<file path="config.mk">
export PLATFORM = sky130hd
export DESIGN_NAME = slc3_cpu
export DESIGN_NICKNAME = d
export VERILOG_FILES = /design/src/logic/slc3_pkg.sv /design/src/logic/slc3_decode.sv /design/src/logic/slc3_execute.sv /design/src/logic/slc3_result.sv /design/src/logic/slc3_cpu.sv
export SDC_FILE = /design/constraint.sdc
export NUM_CORES = 1
export LEC_CHECK = 0
export BUFFER_PORTS_ARGS = -buffer_cell sky130_fd_sc_hd__buf_4
export CAP_MARGIN = 40
export CORE_UTILIZATION = 62
export CTS_CLUSTER_DIAMETER = 200
export DETAILED_ROUTE_END_ITERATION = 10
export GPL_TIMING_DRIVEN = 0
export PLACE_DENSITY_LB_ADDON = 0.15
export SETUP_SLACK_MARGIN = 0.05
export SKIP_CTS_REPAIR_TIMING = 1
export SLEW_MARGIN = 20
export SYNTH_ARGS = -nofsm -noshare
export SYNTH_HDL_FRONTEND = slang
export SYNTH_SLANG_ARGS = --single-unit
</file>
<file path="constraint.sdc">
create_clock -name clk -period 5.5 [get_ports clk]
set_clock_uncertainty 0.2 [all_clocks]
set_input_delay 0.275 -clock clk [delete_from_list [all_inputs] [get_ports clk]]
set_output_delay 0.275 -clock clk [all_outputs]
set_load 0.01 [all_outputs]
</file>
<file path="src/logic/slc3_pkg.sv">
//--------------------------------------------------------------------------
// Shared widths, opcodes, instruction views and stage structs of the SLC-3
// core. Every RTL module takes it with a wildcard import in its header.
//--------------------------------------------------------------------------
package slc3_pkg;

    localparam int XLEN = 16;
    localparam int NREGS = 8;
    localparam logic [XLEN-1:0] PC_RESET = 16'h3000;

    // LC-3 opcode encodings, PAUSE takes the reserved slot
    typedef enum logic [3:0] {
        OP_BR    = 4'b0000,
        OP_ADD   = 4'b0001,
        OP_JSR   = 4'b0100,
        OP_AND   = 4'b0101,
        OP_LDR   = 4'b0110,
        OP_STR   = 4'b0111,
        OP_NOT   = 4'b1001,
        OP_JMP   = 4'b1100,
        OP_PAUSE = 4'b1101
    } op_e;

    // --------------------------------------------------------------------------
    // Instruction word views
    // --------------------------------------------------------------------------

    // Operate view, base+offset6 is {imm_flag, imm_sr2}
    typedef struct packed {
        logic [3:0] opcode;
        logic [2:0] dr;
        logic [2:0] sr1;
        logic       imm_flag;
        logic [4:0] imm_sr2;
    } operate_t;

    // Offset view, JSR pcoffset11 is {nzp_dr[1:0], off9}
    typedef struct packed {
        logic [3:0] opcode;
        logic [2:0] nzp_dr;
        logic [8:0] off9;
    } offset_t;

    typedef union packed {
        operate_t opr;
        offset_t  ofs;
    } instr_u;

    // --------------------------------------------------------------------------
    // Stage traffic
    // --------------------------------------------------------------------------

    typedef struct packed {
        op_e             op;
        logic [2:0]      dr;
        logic [2:0]      sr1;
        logic [2:0]      sr2;
        logic            use_imm;
        logic [XLEN-1:0] imm;
        logic [2:0]      nzp;
    } ctrl_t;

    typedef struct packed {
        logic [XLEN-1:0] alu;
        logic [XLEN-1:0] addr;
        logic [XLEN-1:0] store_data;
    } exec_t;

    typedef struct packed {
        logic            we;
        logic [2:0]      dr;
        logic [XLEN-1:0] data;
    } wback_t;

    typedef enum logic [2:0] {
        IDLE,
        FETCH,
        DECODE,
        EXEC,
        MEM,
        WRITE,
        PAUSED
    } phase_e;

    // Wishbone classic master side
    typedef struct packed {
        logic            cyc;
        logic            stb;
        logic            we;
        logic [XLEN-1:0] adr;
        logic [XLEN-1:0] dat;
    } wb_req_t;

    typedef struct packed {
        logic            ack;
        logic [XLEN-1:0] dat;
    } wb_rsp_t;

endpackage

</file>
<file path="src/logic/slc3_decode.sv">
//--------------------------------------------------------------------------
// Instruction register, field decode and the multicycle sequencer.
// Drives the decoded control word and the phase to the other stages.
//--------------------------------------------------------------------------
`timescale 1ns/1ps

module slc3_decode import slc3_pkg::*; (
    input  logic            clk,
    input  logic            reset_i,
    input  logic            run_i,
    input  logic            continue_i,
    input  logic [XLEN-1:0] fetch_word_i,
    input  logic            bus_done_i,
    output ctrl_t           ctrl_o,
    output phase_e          phase_o,
    output logic [11:0]     led_o,
    output logic            paused_o
);

    instr_u ir_q;
    ctrl_t  ctrl_d;
    ctrl_t  ctrl_q;
    phase_e phase_d;
    phase_e phase_q;
    op_e    op;

    // Instruction register, loaded when the fetch is acked
    always_ff @(posedge clk) begin
        if (phase_q == FETCH && bus_done_i) begin
            ir_q <= fetch_word_i;
        end
    end

    // --------------------------------------------------------------------------
    // Field decode
    // --------------------------------------------------------------------------

    assign op = op_e'(ir_q.opr.opcode);

    always_comb begin
        ctrl_d     = '0;
        ctrl_d.op  = op;
        ctrl_d.dr  = ir_q.opr.dr;
        ctrl_d.sr1 = ir_q.opr.sr1;
        ctrl_d.sr2 = ir_q.opr.imm_sr2[2:0];
        case (op)
            OP_ADD, OP_AND: begin
                ctrl_d.use_imm = ir_q.opr.imm_flag;
                ctrl_d.imm     = {{(XLEN-5){ir_q.opr.imm_sr2[4]}}, ir_q.opr.imm_sr2};
            end
            OP_LDR, OP_STR: begin
                // STR source register sits in the dr slot
                ctrl_d.sr2 = ir_q.opr.dr;
                ctrl_d.imm = {{(XLEN-6){ir_q.opr.imm_flag}}, ir_q.opr.imm_flag,
                              ir_q.opr.imm_sr2};
            end
            OP_BR: begin
                ctrl_d.nzp = ir_q.ofs.nzp_dr;
                ctrl_d.imm = {{(XLEN-9){ir_q.ofs.off9[8]}}, ir_q.ofs.off9};
            end
            OP_JSR: begin
                ctrl_d.dr  = 3'd7;
                ctrl_d.imm = {{(XLEN-11){ir_q.ofs.nzp_dr[1]}}, ir_q.ofs.nzp_dr[1:0],
                              ir_q.ofs.off9};
            end
            // NOT and JMP keep a zero offset
            default: ;
        endcase
    end

    always_ff @(posedge clk) begin
        if (reset_i) begin
            ctrl_q <= '0;
        end else if (phase_q == DECODE) begin
            ctrl_q <= ctrl_d;
        end
    end

    // --------------------------------------------------------------------------
    // Sequencer
    // --------------------------------------------------------------------------

    always_comb begin
        phase_d = phase_q;
        case (phase_q)
            IDLE:    if (run_i) phase_d = FETCH;
            FETCH:   if (bus_done_i) phase_d = DECODE;
            DECODE:  phase_d = EXEC;
            EXEC: begin
                if (ctrl_q.op inside {OP_LDR, OP_STR}) begin
                    phase_d = MEM;
                end else if (ctrl_q.op == OP_PAUSE) begin
                    phase_d = PAUSED;
                end else begin
                    phase_d = WRITE;
                end
            end
            MEM:     if (bus_done_i) phase_d = WRITE;
            WRITE:   phase_d = FETCH;
            PAUSED:  if (continue_i) phase_d = FETCH;
            default: phase_d = IDLE;
        endcase
    end

    always_ff @(posedge clk) begin
        if (reset_i) begin
            phase_q <= IDLE;
        end else begin
            phase_q <= phase_d;
        end
    end

    assign ctrl_o   = ctrl_q;
    assign phase_o  = phase_q;
    assign paused_o = (phase_q == PAUSED);
    assign led_o    = paused_o ? ir_q.opr[11:0] : 12'h000;

    // Memory phase only follows a load or store decode
    a_mem_only_ldst: assert property (@(posedge clk) disable iff (reset_i)
        (phase_q != MEM) ##1 (phase_q == MEM) |-> (ctrl_q.op inside {OP_LDR, OP_STR}))
        else $error("MEM phase entered for op %0h", ctrl_q.op);

endmodule

</file>
<file path="src/logic/slc3_execute.sv">
//--------------------------------------------------------------------------
// Register file, ALU and address adder. Reads are combinational from the
// decoded control word, the write port is fed back from the result stage.
//--------------------------------------------------------------------------
`timescale 1ns/1ps

module slc3_execute import slc3_pkg::*; (
    input  logic            clk,
    input  logic            reset_i,
    input  ctrl_t           ctrl_i,
    input  logic [XLEN-1:0] pc_i,
    input  wback_t          wback_i,
    output exec_t           exec_o
);

    logic [XLEN-1:0] rf_q [NREGS];
    logic [XLEN-1:0] sr1_val;
    logic [XLEN-1:0] sr2_val;
    logic [XLEN-1:0] operand_b;
    logic [XLEN-1:0] alu_val;
    logic [XLEN-1:0] addr_base;

    // --------------------------------------------------------------------------
    // Register file
    // --------------------------------------------------------------------------

    always_ff @(posedge clk) begin
        if (reset_i) begin
            for (int i = 0; i < NREGS; i++) begin
                rf_q[i] <= '0;
            end
        end else if (wback_i.we) begin
            rf_q[wback_i.dr] <= wback_i.data;
        end
    end

    // Two read ports
    assign sr1_val = rf_q[ctrl_i.sr1];
    assign sr2_val = rf_q[ctrl_i.sr2];

    // --------------------------------------------------------------------------
    // ALU
    // --------------------------------------------------------------------------

    assign operand_b = ctrl_i.use_imm ? ctrl_i.imm : sr2_val;

    always_comb begin
        case (ctrl_i.op)
            OP_ADD:  alu_val = sr1_val + operand_b;
            OP_AND:  alu_val = sr1_val & operand_b;
            OP_NOT:  alu_val = ~sr1_val;
            default: alu_val = sr1_val;
        endcase
    end

    // --------------------------------------------------------------------------
    // Address adder
    // --------------------------------------------------------------------------

    // PC-relative for BR and JSR, otherwise base register
    always_comb begin
        if (ctrl_i.op == OP_BR || ctrl_i.op == OP_JSR) begin
            addr_base = pc_i;
        end else begin
            addr_base = sr1_val;
        end
    end

    assign exec_o.alu        = alu_val;
    assign exec_o.addr       = addr_base + ctrl_i.imm;
    assign exec_o.store_data = sr2_val;

    // Writeback index is known and inside the file
    a_wr_in_range: assert property (@(posedge clk) disable iff (reset_i)
        wback_i.we |-> !$isunknown(wback_i.dr) && (int'(wback_i.dr) < NREGS))
        else $error("register write to bad index %0d", wback_i.dr);

endmodule

</file>
<file path="src/logic/slc3_result.sv">
//--------------------------------------------------------------------------
// PC, condition codes, branch decision, writeback and the Wishbone master.
// Bus cycles follow the sequencer phase, one transaction per FETCH or MEM.
//--------------------------------------------------------------------------
`timescale 1ns/1ps

module slc3_result import slc3_pkg::*; (
    input  logic            clk,
    input  logic            reset_i,
    input  ctrl_t           ctrl_i,
    input  phase_e          phase_i,
    input  exec_t           exec_i,
    input  wb_rsp_t         wb_rsp_i,
    output wb_req_t         wb_req_o,
    output logic [XLEN-1:0] fetch_word_o,
    output logic            bus_done_o,
    output logic [XLEN-1:0] pc_o,
    output wback_t          wback_o
);

    logic [XLEN-1:0] pc_q;
    logic [XLEN-1:0] mdr_q;
    logic            n_q;
    logic            z_q;
    logic            p_q;
    logic            in_mem;
    logic            br_taken;
    logic            redirect;
    logic            cc_load;

    // --------------------------------------------------------------------------
    // Wishbone master
    // --------------------------------------------------------------------------

    assign in_mem = (phase_i == MEM);

    // Request held for the whole phase, phase moves on at ack
    always_comb begin
        wb_req_o.cyc = (phase_i == FETCH) || in_mem;
        wb_req_o.stb = wb_req_o.cyc;
        wb_req_o.we  = in_mem && (ctrl_i.op == OP_STR);
        wb_req_o.adr = in_mem ? exec_i.addr : pc_q;
        wb_req_o.dat = exec_i.store_data;
    end

    assign bus_done_o   = wb_req_o.cyc && wb_req_o.stb && wb_rsp_i.ack;
    assign fetch_word_o = wb_rsp_i.dat;

    // Load data is only valid in the ack cycle
    always_ff @(posedge clk) begin
        if (in_mem && bus_done_o) begin
            mdr_q <= wb_rsp_i.dat;
        end
    end

    // --------------------------------------------------------------------------
    // Writeback
    // --------------------------------------------------------------------------

    always_comb begin
        wback_o.dr = ctrl_i.dr;
        wback_o.we = (phase_i == WRITE) &&
                     (ctrl_i.op inside {OP_ADD, OP_AND, OP_NOT, OP_LDR, OP_JSR});
        case (ctrl_i.op)
            OP_LDR:  wback_o.data = mdr_q;
            // Return address, PC already points past the JSR
            OP_JSR:  wback_o.data = pc_q;
            default: wback_o.data = exec_i.alu;
        endcase
    end

    // --------------------------------------------------------------------------
    // PC and condition codes
    // --------------------------------------------------------------------------

    assign br_taken = (ctrl_i.op == OP_BR) && |(ctrl_i.nzp & {n_q, z_q, p_q});
    assign redirect = br_taken || (ctrl_i.op == OP_JMP) || (ctrl_i.op == OP_JSR);
    assign cc_load  = wback_o.we && (ctrl_i.op != OP_JSR);

    always_ff @(posedge clk) begin
        if (reset_i) begin
            pc_q <= PC_RESET;
        end else if (phase_i == FETCH && bus_done_o) begin
            pc_q <= pc_q + 1'b1;
        end else if (phase_i == WRITE && redirect) begin
            pc_q <= exec_i.addr;
        end
    end

    always_ff @(posedge clk) begin
        if (reset_i) begin
            n_q <= 1'b0;
            z_q <= 1'b1;
            p_q <= 1'b0;
        end else if (cc_load) begin
            n_q <= wback_o.data[XLEN-1];
            z_q <= (wback_o.data == '0);
            p_q <= !wback_o.data[XLEN-1] && (wback_o.data != '0);
        end
    end

    assign pc_o = pc_q;

    // Bus handshake rules
    a_stb_cyc: assert property (@(posedge clk) disable iff (reset_i)
        wb_req_o.stb |-> wb_req_o.cyc)
        else $error("stb without cyc");

    a_adr_hold: assert property (@(posedge clk) disable iff (reset_i)
        (wb_req_o.stb && !wb_rsp_i.ack) |=> wb_req_o.stb && $stable(wb_req_o.adr))
        else $error("request changed before ack");

endmodule

</file>
<file path="src/logic/slc3_cpu.sv">
//--------------------------------------------------------------------------
// SLC-3 core top level. Joins decode, execute and result and exposes one
// Wishbone classic master port plus the run, pause and LED controls.
//--------------------------------------------------------------------------
`timescale 1ns/1ps

module slc3_cpu import slc3_pkg::*; (
    input  logic        clk,
    input  logic        reset_i,
    input  logic        run_i,
    input  logic        continue_i,
    input  wb_rsp_t     wb_rsp_i,
    output wb_req_t     wb_req_o,
    output logic [11:0] led_o,
    output logic        paused_o
);

    ctrl_t           ctrl;
    phase_e          phase;
    exec_t           exec;
    wback_t          wback;
    logic [XLEN-1:0] fetch_word;
    logic            bus_done;
    logic [XLEN-1:0] pc;

    slc3_decode u_decode (
        .clk          (clk),
        .reset_i      (reset_i),
        .run_i        (run_i),
        .continue_i   (continue_i),
        .fetch_word_i (fetch_word),
        .bus_done_i   (bus_done),
        .ctrl_o       (ctrl),
        .phase_o      (phase),
        .led_o        (led_o),
        .paused_o     (paused_o)
    );

    slc3_execute u_execute (
        .clk     (clk),
        .reset_i (reset_i),
        .ctrl_i  (ctrl),
        .pc_i    (pc),
        .wback_i (wback),
        .exec_o  (exec)
    );

    slc3_result u_result (
        .clk          (clk),
        .reset_i      (reset_i),
        .ctrl_i       (ctrl),
        .phase_i      (phase),
        .exec_i       (exec),
        .wb_rsp_i     (wb_rsp_i),
        .wb_req_o     (wb_req_o),
        .fetch_word_o (fetch_word),
        .bus_done_o   (bus_done),
        .pc_o         (pc),
        .wback_o      (wback)
    );

endmodule

</file>
; ---- Word level (Yosys, flattened, before mapping)
; Memory sizes are Yosys's and may differ from the RTL's. A register that Yosys moved wholly into a read port is not among the register bits.
; Index checks and enable logic that the tools add are counted.
[classes]
muxes = 32
bitwise = 3
n_eq_ne = 24
n_reduce_logical = 27
addsub = 3
[ops]
columns = cell, n
row1 = $mux 16, 6
row2 = $pmux 16 s4, 1
row3 = $pmux 16 s3, 1
row4 = $mux 3, 13
row5 = $add 16x16->16, 2
row6 = $eq 4x3->1 const B, 8
row7 = $pmux 16 s2, 1
row8 = $pmux 3 s7, 1
row9 = $add 16x1->16 const B, 1
row10 = $and 16x16->16, 1
row11 = $logic_not 16->1, 1
row12 = $not 16->16, 1
row13 = $reduce_bool 16->1, 1
row14 = $reduce_or 16->1, 1
row15 = $eq 4x4->1 const B, 3
row16 = $mux 12, 1
row17 = $eq 3x3->1 const B, 3
row18 = $logic_and 1x1->1, 9
row19 = $eq 4x1->1 const B, 2
row20 = $logic_not 4->1, 2
row21 = $mux 1, 7
row22 = $eq 3x2->1 const B, 2
row23 = $ne 2x2->1 const B, 3
row24 = $reduce_bool 5->1, 1
row25 = 12 further kinds, 17
[word_totals]
mem_bits_rw = 128
ff_bits = 87
word_cells = 104
output_inout_bits = 48
memories = 1
[memory_table]
columns = name, words, word_bits, read_ports, rd_ports_with_merged_regs, write_ports, line
row1 = u_execute.rf_q, 8, 16, 2, 2, 8, slc3_execute.sv:16  ; logic [XLEN-1:0] rf_q [NREGS];

; ---- Logic depth before layout (Yosys ltp)
[logic_depth]
word_depth = 8
mapped_depth = 19

; ---- Hierarchy
; From an unflattened synthesis, not the netlist that was laid out.
[unflattened]
hier_cells = 1242
area_unflattened_um2 = 13839.5
[by_module_without_submodules]
columns = mod, area_each_um2, n_inst, cells_per_inst
row1 = slc3_execute, 9253.9, 1, 758
row2 = slc3_result, 2655.0, 1, 297
row3 = slc3_decode, 1930.6, 1, 187

; ---- Worst setup path before layout
; OpenSTA, ideal clock, no wires.
[synth_timing]
kind = reg-to-reg
start = register with a tool-made name
end = register u_result.p_q
arrival_time_ns = 4.389
synth_period_minus_slack_ns = 4.707
path_stages_with_launch = 19
setup_time_ns = 0.117
setup_slack_ns = 0.793
t_required_ns = 5.183
n_path_buf = 3
path_cell_list = dfxtp_1 clkbuf_1 buf_1 mux4_2 mux2_2 mux2_2 ha_1 inv_1 fa_1 nand2b_1 a21oi_1 o32ai_1 xor2_1 o211a_1 clkbuf_1 nand3_1 nor4_1 nand4_1 a32o_1
[synth_rtl]
columns = item, line
row1 = to (signal assigned), slc3_result.sv:98  ; p_q <= !wback_o.data[XLEN-1] && (wback_o.data != '0);
row2 = to (decl), slc3_result.sv:25  ; logic p_q;

==> reports/results.tsv <==
metric	value	unit
CP Launch Type	flip-flop	
DRT Wirelength	41.1	mm
Clock Latency Late Sink	530	ps
Core Rows	51	
Initial Util	64.2	%
antenna violations before repair	0	
number of flops mapped to enable cells by yosys	160	
Pleak	5.53	nW
Setup-failing EPs final	0	
max-slew violations	0	
clock root cell	clkbuf_16	
Design Power	0.00696	W
min setup slack post-route	124	ps
die height	145	um
Syn. warnings	0	
CTS tree	done	
Avg Inst Size Synth	10.6	um2
placed cell count	1544	
minimum clock period	5380	ps
Clock transition at path regs	60	ps
sequential share of the synthesized area	46.7	%
H-tree levels	1	
clk sink count	216	
crit-path max FO	9	
post-layout instance area	14800	um2
commonest non-fill, non-tap cell in the layout	nor2_1	
most frequent cells in the layout	nor2_1 (219), edfxtp_1 (160), nand2_1 (91), buf_4 (75), a21oi_1 (72)	
hold_sp	wb_rsp_i[16]	
r2r setup slk	120	ps
vias	10893	
number of port buffers	68	
WP data required	5710	ps
DP HPWL	29.5	mm
GRT busiest layer	met2	
relative slew slack	42.2	%
Die Footprint	21100	um2
status	finished clean	
post-placement cell area	13800	um2
Die Width	145	um
Synth Register Bits	216	
Netlist Area Pre-Place	12700	um2
WHS	41.5	ps
met2 Usage GRT	58.4	%
pwr dens	471	nW/um2
global-route wire length before repair	61.3	mm
CP endpoint kind	flip-flop	
Post-Syn Instances	1197	
DRT iter0 DRCs	1658	
vias per cell	6.80	
post-synthesis async set-or-reset flop share	0	%
HP Class	in -> reg	
Achievable Freq	186	MHz
Final Cycle Share	97.7	%
Crit Path Category	reg -> reg	
Peak VDD IR	0.000402	V
Synth Flop Type	edfxtp_1	
Cell Chain, Critical Path	clkbuf_1 > clkbuf_4 > buf_6 > mux4_2 > mux2_2 > mux2_2 > ha_1 > o21ai_0 > o21ai_0 > a21oi_1 > a211oi_1 > o311ai_1 > a21oi_4 > nand4_1 > a32o_1	
slowest stage cell, crit path	mux4_2	
detailed-route DRC error count	0	
final hold vios	0	
gr usage total	38.8	%
number of global-route vias before repair	10426	
Reg2Reg Depth	15	
capturing point of the worst reg2reg path	u_result.p_q	
MaxCap Viol Count	0	
final non-filler cell total	1603	
Final #Nets	1377	
post-route ant nets	0	
met1 usage	53.9	%
Crit path largest cell delay	490	ps
crit path DAT	5590	ps
first drt pass iteration count	6	
RSZ-0062 raised after global routing	true	
Setup WS pre-CTS	-177	ps
synth-to-layout area growth	16.3	%
Core ar.	19800	um2
Synth cell types	80	
met3 usage	9.31	%
wire per inst	25.7	um
syn_nets	1252	
largest net degree at the start of global routing	25	
slew of the pin with the lowest slew margin	860	ps
deepest clock path buffer count	3	
# IOs	69	
GP Congestion	1.02	
diode count	0	
total clock buffers created by CTS	23	
fraction of layout cells with a size suffix above 1	19.5	%
global route overflow	0	
Hold Crit Depth	5	
Worst Hold Endpoint	u_decode.phase_o[1]	
## worst max-delay path by stage
| stage | slack, ps | to | start | depth (start not counted) |
|---|---|---|---|---|
| floorplan | 790 | u_result.p_q | flip-flop | 18 |
| global placement | -380 | u_result.p_q | flip-flop | 15 |
| detailed placement | -180 | u_result.p_q | flip-flop | 16 |
| CTS | -290 | u_result.p_q | flip-flop | 16 |
| global route | -70 | u_result.p_q | flip-flop | 15 |
| finish | 120 | u_result.p_q | flip-flop | 15 |
## through the flow
step	util, %	TNS (ps)
after global placement	68.5	-1530
final	74.7	0
after detailed placement	69.6	-265
after floorplan	-	0
after global routing	74.7	-67.2
after CTS	73.4	-864
## worst max-delay path: cells and delay by family (launching register included)
family / cells / cell delay [ps]
AOI/OAI and AO/OA: 7 / 2250
adders and majority gates: 1 / 350
buffers and inverters: 3 / 750
DFF: 1 / 300
muxes: 3 / 1100
and+or+nand+nor: 1 / 270
## cells by family after synthesis
logic type,Yosys count,share of synthesized area (%)
AOI/OAI and AO/OA,255,13.6
DFF,216,46.7
xor gates and xnor gates,23,1.59
muxes,126,15.7
and+or+nand+nor,435,15.3
adders and majority gates,34,3.47
buffers and inverters,108,3.61
## registers in the layout (all words and copies together) (netlist names), named ones only
register          flops
u_decode.ctrl_o      28
u_result.z_q          1
u_decode.ir_q        16
u_execute.rf_q      128
u_result.p_q          1
u_result.pc_o        16
u_result.mdr_q       16
u_result.n_q          1
u_decode.phase_o      3
## Yosys cell counts (all sizes together) (7+ instances only)
master / instances / area (um2)
a211oi: 16 / 133
a21o: 11 / 82.6
a21oi: 77 / 404
a222oi: 8 / 80.1
a22oi: 16 / 120
and2: 20 / 125
buf: 26 / 151
clkbuf: 49 / 184
dfxtp: 56 / 1120
edfxtp: 160 / 4800
ha: 32 / 400
inv: 32 / 120
mux2: 37 / 420
mux2i: 35 / 363
mux4: 54 / 1220
nand2: 91 / 342
nand2b: 13 / 81.3
nand3: 15 / 75.1
nor2: 220 / 826
nor2b: 12 / 75.1
nor3: 20 / 100
nor4: 9 / 62.6
o21ai: 55 / 287
o22ai: 7 / 50.1
or3: 7 / 43.8
xnor2: 8 / 70.1
xor2: 15 / 131
## where the power goes
part	leakage (nW)	internal (W)	switching, W	total, W
clock network	0.364	0.000915	0.000676	0.00159
registers	2.07	0.00188	0.000110	0.00199
logic	3.10	0.00132	0.00206	0.00338
## final cells by class
type / instances / area [um2]
inverters: 33 / 128
flip-flops and latches: 216 / 5930
multi-input cells: 873 / 6370
well taps: 265 / 332
repair buffers: 103 / 927
clock inverters: 15 / 168
clock buffers: 26 / 587
fillers: 1392 / 5010
plain buffers: 72 / 339
## layer usage
| layer | part of all wire, % | wire [um] |
|---|---|---|
| met1 | 38 | 15600 |
| met2 | 44 | 18200 |
| met3 | 14 | 5600 |
| met4 | 4.1 | 1680 |
| met5 | 0 | 0 |
No activity file was read; power rests on OpenSTA's default activity.
